<file path="src/common/music_cfg.svh">
/* song and timing sizes; BEAT_MS sets the tempo
   section lengths must match the tables in song_rom */
`ifndef MUSIC_CFG_SVH
`define MUSIC_CFG_SVH

`define FREQ_W      10    // note frequency in Hz
`define BEATS_W     4     // note length in beats
`define MS_W        16    // durations in ms

`define BEAT_MS     100   // ms per beat before the verse doubling
`define INTRO_LEN   4
`define VERSE_LEN   6
`define CHORUS_LEN  6
`define NUM_PARTS   6
`define MS_PER_SEC  1000

`endif
</file>
<file path="src/common/music_pkg.sv">
/* shared types of the melody player; widths come from music_cfg.svh
   frequency 0 encodes a rest */
`default_nettype none

`include "music_cfg.svh"

package music_pkg;

  typedef logic [`FREQ_W-1:0] freq_t;    // 0 = rest
  typedef logic [`MS_W-1:0]   ms_t;

  typedef struct packed {
    freq_t               freq;
    logic [`BEATS_W-1:0] beats;
  } note_t;

  typedef enum logic [1:0] {SEC_INTRO, SEC_VERSE, SEC_CHORUS} section_t;

  typedef logic [2:0] part_t;       // 1..6
  typedef logic [2:0] note_idx_t;   // index inside a section

  typedef enum logic [1:0] {PH_LOAD, PH_SOUND, PH_GAP} phase_t;

endpackage

`default_nettype wire

</file>
<file path="src/logic/music_player.sv">
/* melody player top; ticks_per_milli must be >= 2 and held stable
   playback starts at part 1 one cycle after reset */
`timescale 1ns/10ps
`default_nettype none

module music_player (
  input  wire             clk,
  input  wire             rst,
  input  music_pkg::ms_t  ticks_per_milli,
  output logic            sound,
  output logic            note_on,
  output logic [6:0]      segments
);
  import music_pkg::*;

  section_t  section;
  note_idx_t note_idx;
  note_idx_t section_len;
  note_t     note;
  ms_t       elapsed_ms;
  logic      ms_restart;
  freq_t     tone_freq;
  part_t     part;

  song_sequencer u_seq (
    .clk        (clk),
    .rst        (rst),
    .section    (section),
    .note_idx   (note_idx),
    .note       (note),
    .section_len(section_len),
    .elapsed_ms (elapsed_ms),
    .ms_restart (ms_restart),
    .tone_freq  (tone_freq),
    .note_on    (note_on),
    .part       (part)
  );

  song_rom u_rom (
    .section    (section),
    .note_idx   (note_idx),
    .note       (note),
    .section_len(section_len)
  );

  milli_timer u_timer (
    .clk            (clk),
    .rst            (rst),
    .ticks_per_milli(ticks_per_milli),
    .ms_restart     (ms_restart),
    .elapsed_ms     (elapsed_ms)
  );

  tone_generator u_tone (
    .clk            (clk),
    .rst            (rst),
    .ticks_per_milli(ticks_per_milli),
    .freq           (tone_freq),
    .sound          (sound)
  );

  seg7_decoder u_seg7 (
    .part    (part),
    .segments(segments)
  );

endmodule

`default_nettype wire

</file>
<file path="src/song/song_sequencer.sv">
/* walks parts 1..6, notes and load/sound/gap phases, wraps after part 6
   gap after each note is a third of its length, rounded down */
`timescale 1ns/10ps
`default_nettype none

`include "music_cfg.svh"

module song_sequencer (
  input  wire                   clk,
  input  wire                   rst,
  output music_pkg::section_t   section,
  output music_pkg::note_idx_t  note_idx,
  input  music_pkg::note_t      note,
  input  music_pkg::note_idx_t  section_len,
  input  music_pkg::ms_t        elapsed_ms,
  output logic                  ms_restart,
  output music_pkg::freq_t      tone_freq,
  output logic                  note_on,
  output music_pkg::part_t      part
);
  import music_pkg::*;

  phase_t phase;
  ms_t    note_len;   // latched in PH_LOAD
  ms_t    load_len;
  ms_t    gap_len;
  logic   sound_done;
  logic   gap_done;
  logic   last_note;

  // part to section map
  always_comb begin
    case (part)
      3'd1, 3'd2: section = SEC_INTRO;
      3'd3, 3'd5: section = SEC_VERSE;
      default:    section = SEC_CHORUS;   // parts 4 and 6
    endcase
  end

  always_comb begin
    load_len = ms_t'(note.beats * `BEAT_MS);
    if (section == SEC_VERSE) begin
      load_len = load_len << 1;   // verse notes last twice as long
    end
  end

  assign gap_len    = ms_t'(note_len / 3);
  assign sound_done = (phase == PH_SOUND) && (elapsed_ms == note_len);
  assign gap_done   = (phase == PH_GAP) && (elapsed_ms == gap_len);
  assign last_note  = (note_idx == section_len);

  // timer restarts when a note starts and when its gap starts
  assign ms_restart = (phase == PH_LOAD) || sound_done;

  always_ff @(posedge clk) begin
    if (phase == PH_LOAD) begin
      note_len <= load_len;
    end
  end

  always_ff @(posedge clk) begin
    if (rst) begin
      phase     <= PH_LOAD;
      part      <= part_t'(1);
      note_idx  <= '0;
      note_on   <= 1'b0;
      tone_freq <= '0;
    end else begin
      case (phase)
        PH_LOAD: begin
          note_on   <= 1'b1;        // lamp runs for rests too
          tone_freq <= note.freq;   // 0 for a rest
          phase     <= PH_SOUND;
        end
        PH_SOUND: begin
          if (sound_done) begin
            note_on   <= 1'b0;
            tone_freq <= '0;
            phase     <= PH_GAP;
          end
        end
        PH_GAP: begin
          if (gap_done) begin
            phase <= PH_LOAD;
            if (last_note) begin
              note_idx <= '0;
              if (part == part_t'(`NUM_PARTS)) begin
                part <= part_t'(1);   // wrap to intro
              end else begin
                part <= part + part_t'(1);
              end
            end else begin
              note_idx <= note_idx + note_idx_t'(1);
            end
          end
        end
        default: begin
          phase     <= PH_LOAD;
          note_on   <= 1'b0;
          tone_freq <= '0;
        end
      endcase
    end
  end

endmodule

`default_nettype wire

</file>
<file path="src/song/song_rom.sv">
/* constant note tables, combinational lookup
   section_len is the last valid index; indexes past it read a rest */
`timescale 1ns/10ps
`default_nettype none

`include "music_cfg.svh"

module song_rom (
  input  music_pkg::section_t   section,
  input  music_pkg::note_idx_t  note_idx,
  output music_pkg::note_t      note,
  output music_pkg::note_idx_t  section_len
);
  import music_pkg::*;

  always_comb begin
    note        = '0;
    section_len = '0;
    case (section)
      SEC_INTRO: begin
        section_len = note_idx_t'(`INTRO_LEN - 1);
        case (note_idx)
          3'd0:    note = '{freq: 10'd554, beats: 4'd2};   // c5s
          3'd1:    note = '{freq: 10'd622, beats: 4'd2};   // e5f
          3'd2:    note = '{freq: 10'd0,   beats: 4'd1};   // rest
          3'd3:    note = '{freq: 10'd415, beats: 4'd3};   // a4f
          default: note = '0;
        endcase
      end
      SEC_VERSE: begin
        section_len = note_idx_t'(`VERSE_LEN - 1);
        case (note_idx)
          3'd0:    note = '{freq: 10'd277, beats: 4'd1};   // c4s
          3'd1:    note = '{freq: 10'd311, beats: 4'd2};   // e4f
          3'd2:    note = '{freq: 10'd0,   beats: 4'd1};   // rest
          3'd3:    note = '{freq: 10'd261, beats: 4'd1};   // c4
          3'd4:    note = '{freq: 10'd233, beats: 4'd1};   // b3f
          3'd5:    note = '{freq: 10'd208, beats: 4'd3};   // a3f
          default: note = '0;
        endcase
      end
      SEC_CHORUS: begin
        section_len = note_idx_t'(`CHORUS_LEN - 1);
        case (note_idx)
          3'd0:    note = '{freq: 10'd466, beats: 4'd1};   // b4f
          3'd1:    note = '{freq: 10'd415, beats: 4'd1};   // a4f
          3'd2:    note = '{freq: 10'd698, beats: 4'd3};   // f5
          3'd3:    note = '{freq: 10'd622, beats: 4'd2};   // e5f
          3'd4:    note = '{freq: 10'd554, beats: 4'd1};   // c5s
          3'd5:    note = '{freq: 10'd0,   beats: 4'd2};   // rest
          default: note = '0;
        endcase
      end
      default: begin
        note        = '0;
        section_len = '0;
      end
    endcase
  end

endmodule

`default_nettype wire

</file>
<file path="src/logic/seg7_decoder.sv">
/* digits 1 to 6 only, anything else blanks the display
   bit 0 is segment a, bit 6 is segment g */
`timescale 1ns/10ps
`default_nettype none

module seg7_decoder (
  input  music_pkg::part_t  part,
  output logic [6:0]        segments
);

  //     -a-
  //    f   b
  //     -g-
  //    e   c
  //     -d-
  always_comb begin
    case (part)
      3'd1:    segments = 7'b0000110;
      3'd2:    segments = 7'b1011011;
      3'd3:    segments = 7'b1001111;
      3'd4:    segments = 7'b1100110;
      3'd5:    segments = 7'b1101101;
      3'd6:    segments = 7'b1111100;   // six without the top bar
      default: segments = 7'b0000000;   // blank
    endcase
  end

endmodule

`default_nettype wire

</file>
<file path="src/logic/tone_generator.sv">
/* square wave by phase accumulation; toggles every half period
   freq 0 silences the output and clears the accumulator */
`timescale 1ns/10ps
`default_nettype none

`include "music_cfg.svh"

module tone_generator (
  input  wire               clk,
  input  wire               rst,
  input  music_pkg::ms_t    ticks_per_milli,
  input  music_pkg::freq_t  freq,
  output logic              sound
);

  logic [31:0] acc;
  logic [31:0] half_sec;   // ticks in half a second
  logic        sound_q;

  assign half_sec = 32'(ticks_per_milli) * 32'(`MS_PER_SEC / 2);

  always_ff @(posedge clk) begin
    if (rst || freq == '0) begin
      acc     <= '0;
      sound_q <= 1'b0;
    end else if (acc >= half_sec) begin
      acc     <= acc + 32'(freq) - half_sec;   // keep the remainder
      sound_q <= ~sound_q;
    end else begin
      acc <= acc + 32'(freq);
    end
  end

  // silent in the same cycle the frequency drops to 0
  assign sound = sound_q && (freq != '0);

endmodule

`default_nettype wire

</file>
<file path="src/logic/milli_timer.sv">
/* elapsed-ms counter; ticks_per_milli must be >= 2 and stable
   restart clears both counts in the following cycle */
`timescale 1ns/10ps
`default_nettype none

module milli_timer (
  input  wire              clk,
  input  wire              rst,
  input  music_pkg::ms_t   ticks_per_milli,
  input  wire              ms_restart,
  output music_pkg::ms_t   elapsed_ms
);
  import music_pkg::*;

  ms_t tick_cnt;   // prescaler counting clk cycles
  logic ms_tick;

  assign ms_tick = (tick_cnt == ticks_per_milli - ms_t'(1));

  always_ff @(posedge clk) begin
    if (rst) begin
      tick_cnt   <= '0;
      elapsed_ms <= '0;
    end else if (ms_restart) begin
      tick_cnt   <= '0;
      elapsed_ms <= '0;
    end else if (ms_tick) begin
      tick_cnt   <= '0;
      elapsed_ms <= elapsed_ms + ms_t'(1);   // one more ms
    end else begin
      tick_cnt <= tick_cnt + ms_t'(1);
    end
  end

endmodule

`default_nettype wire

</file>
<file path="config.mk">
export PLATFORM = sky130hd
export DESIGN_NAME = music_player
export DESIGN_NICKNAME = d
export VERILOG_FILES = /design/src/common/music_pkg.sv /design/src/logic/music_player.sv /design/src/song/song_sequencer.sv /design/src/song/song_rom.sv /design/src/logic/seg7_decoder.sv /design/src/logic/tone_generator.sv /design/src/logic/milli_timer.sv
export VERILOG_INCLUDE_DIRS = /design/src /design/src/common
export SDC_FILE = /design/constraint.sdc
export NUM_CORES = 1
export LEC_CHECK = 0
export BUFFER_PORTS_ARGS = -buffer_cell sky130_fd_sc_hd__clkbuf_2
export CORE_MARGIN = 1
export CORE_UTILIZATION = 55
export DETAILED_ROUTE_END_ITERATION = 16
export GPL_ROUTABILITY_DRIVEN = 0
export HOLD_SLACK_MARGIN = 0.05
export PLACE_DENSITY = 0.71
export SKIP_CTS_REPAIR_TIMING = 1
export SLEW_MARGIN = 20
export SYNTH_ARGS = -nofsm -noshare
export SYNTH_HDL_FRONTEND = slang
export SYNTH_HIERARCHICAL = 1
export SYNTH_SLANG_ARGS = --single-unit
</file>
<file path="constraint.sdc">
create_clock -name clk -period 9.6 [get_ports clk]
set_clock_uncertainty 0.1 [all_clocks]
set_input_delay 1.44 -clock clk [delete_from_list [all_inputs] [get_ports clk]]
set_output_delay 1.44 -clock clk [all_outputs]
set_load 0.03 [all_outputs]
</file>
==> flow_summary.yaml <==
outcome:
  status: "finished clean"
die:
  pin_count: 27
  die_w_um: 156
  coreArea_um2: 23400
  row_count: 56
  die_h_um: 156
  die_area_um2: 24400
  start_util_pct: 56.0
power_and_ir_drop:
  p_int_mw: 1.88
  swShare_pct: 51.5
  clock_power_share_pct: 9.6
  share_comb_of_total_power_pct: 77.2
  max-vdd-ir-drop_v: 0.000534
  seq_power_share_pct: 13.1
  p_sw_mw: 2.00
  power_mw: 3.87
  pwr_density_cell_nw_per_um2: 285
  p_leak_nw: 5.71
synth:
  yosysMostFrequentCell: "ha_1"
  synth_area_leaders: "dfxtp_1, ha_1, fa_1, xnor2_1, xor2_1"
  yosys-top-cells-count: "ha_1, inv_1, nor2_1"
  ys_types: 113
  syn_inst: 1599
  synthArstFlopShare_pct: 0
  synth_edf_count: 10
  synth_top_area_share_pct: 12.8
  syn-cell-area_um2: 13100
  synthFlopType: "dfxtp_1"
  synth-seq-cells: 94
  ys.warnings.count: 6
  syn_area_per_cell_um2: 8.19
  ys_seq_area_share_pct: 15.1
  synth_area_leader_cell: "dfxtp_1"
detailed_routing:
  dr.pass1.iters: 5
  first_iter_violations: 774
  drc: 0
  via_per_inst: 6.16
  wirelength_mm: 31.9
  vias: 11694
  routedWlPerCell_um: 16.8
  drtAntennaViolNets: 0
clock_tree:
  clock-sinks: 94
  clockRootBuffer: "clkbuf_16"
  htreeDepth: 3
  cts_tree: "yes"
  cts_made_buffers: 9
  cts_max_path_buffers: 2
  worstSkewPairLatency_ns: 0.37
  clk_pin_slew_ns: 0.09
global_route:
  antenna_found_initial: 0
  overflow: 0
  grt_max_degree: 40
  gr-usage-all-layers_pct: 26.5
  grt_pass1_vias: 10879
  grt_pass1_wl_mm: 53.2
timing:
  drv_slew: 0
  fmax_mhz: 113
  hold_violations: 0
  final-setup-viol-count: 0
  finalSetupTns_ns: 0
  timing.final.ws_setup_ns: 0.787
  rsz0062_at_grt: "no"
  max_slew_margin_pct: 37.1
  finalCriticalPeriod_ns: 8.81
  timing.final.crit_share_pct: 91.8
  tightestPinTransition_ns: 0.944
finish:
  drive_above_1_share_pct: 7.98
  final_core_util_pct: 58.2
  fin_area_um2: 13600
  final_net_count: 1776
  syn2layout_area_growth_pct: 3.94
  antenna_cells: 0
  n_fill_cell: 2159
critical_path:
  cp_common_cell: "fa_1"
  max_stage_delay_ns: 0.58
  path_class: "in -> reg"
  crit_slowest_cell: "fa_1"
  arrival_ns: 8.95
  cp-start-kind: "input port"
  critPathCaptureType: "flip-flop"
  path_max_fanout: 12
  required_ns: 9.74
job:
  maxCapViolCount: 0
placement:
  placedInstanceArea_um2: 13300
  post-dp-hpwl_mm: 24.9
  port_buffers: 26
  place_worst_setup_slack_ns: 0.511
worst_hold_path:
  hold_path_class: "reg -> reg"
## per-stage QoR
step,hold slack [ns],instances
2_1_floorplan,0.339,1600
3_3_place_gp,0.358,1882
3_5_place_dp,0.368,1882
4_1_cts,0.381,1898
5_1_grt,0.404,1898
6_report,0.388,1898
## critical path: cells and delay by family
family | cells | cell delay [ns]
buffers and inverters | 4 | 0.78
AND/OR/NAND/NOR | 4 | 0.68
AO/OA/AOI/OAI | 13 | 3.09
XOR/XNOR | 1 | 0.24
adder cells (fa/ha/maj) | 6 | 2.72
## flip-flops by register name, summed over array words and instances, names as in the netlist
signal,count
u_tone/acc,32
u_timer/elapsed_ms,16
u_timer/tick_cnt,16
u_seq/note_len,10
u_seq/tone_freq,10
u_seq/note_idx,3
u_seq/part,3
u_seq/phase,2
u_seq/note_on,1
u_tone/sound_q,1
## power groups by stage
stage / Sequential (mW) / Clock (mW) / Combinational, mW
2_1_floorplan: 0.487 / 0 / 2.40
3_3_place_gp: 0.517 / 0 / 2.89
3_5_place_dp: 0.517 / 0 / 2.94
4_1_cts: 0.508 / 0.381 / 2.97
5_1_grt: 0.515 / 0.393 / 3.36
6_report: 0.509 / 0.372 / 2.99
## kinds of logic (layout without fill, tap and decap cells)
| family | count (synthesis) | after routing | synth area share (%) |
|---|---|---|---|
| other | 1 | 2 | 0.0286 |
| buffers and inverters | 200 | 179 | 6.71 |
| adders and majority gates | 184 | 184 | 20.8 |
| xor gates and xnor gates | 138 | 138 | 9.23 |
| muxes | 37 | 37 | 2.96 |
| AOI/OAI and AO/OA | 386 | 386 | 20.9 |
| and+or+nand+nor | 559 | 559 | 24.2 |
| DFF | 94 | 94 | 15.1 |
## placed cells by master, fill, tap and decap left out, drive strengths merged, types with 19 or more instances in the layout
master,netlist,final
nor2b,23,23
nor4,33,33
nand3,54,54
dfxtp,84,84
and3,30,30
a31oi,19,19
nand2,104,104
xnor2,72,72
mux2i,32,32
nor2,112,112
a21oi,107,107
xor2,66,66
fa,57,57
clkbuf,34,35
o21ai,57,57
ha,127,127
nand4,29,29
a21o,27,27
inv,126,132
nor3,52,52
nand2b,21,21
or3,22,22
## layer usage
layer	GRT usage, %	up-vias	wire length [um]
met5	0	-	0
met4	7.98	0	675
met3	3.02	48	1380
met2	44.7	299	15200
met1	35.4	5581	14700
li1	-	5766	-
## path summary, 6_finish.rpt
| path | cells after the start | end | from | slack (ns) |
|---|---|---|---|---|
| setup / recovery | 28 | u_tone/acc[21] | ticks_per_milli[6] | 0.79 |
| hold / removal | 2 | u_timer/elapsed_ms[15] | u_timer/elapsed_ms[15] | 0.39 |
| setup reg to reg | 27 | u_seq/part[0] | u_seq/note_len[11] | 1.27 |
| hold reg to reg | 2 | u_timer/elapsed_ms[15] | u_timer/elapsed_ms[15] | 0.39 |
## cell type report
class | instances | area, um^2 | share of cell area, %
Clock inverter | 7 | 70.1 | 0.515
Timing Repair Buffer | 37 | 213 | 1.56
Sequential cell | 94 | 1980 | 14.6
Multi-Input combinational cell | 1306 | 10300 | 75.3
Tap cell | 319 | 399 | 2.93
Clock buffer | 9 | 225 | 1.65
Inverter | 126 | 473 | 3.47
Power figures use the tool's default switching activity.
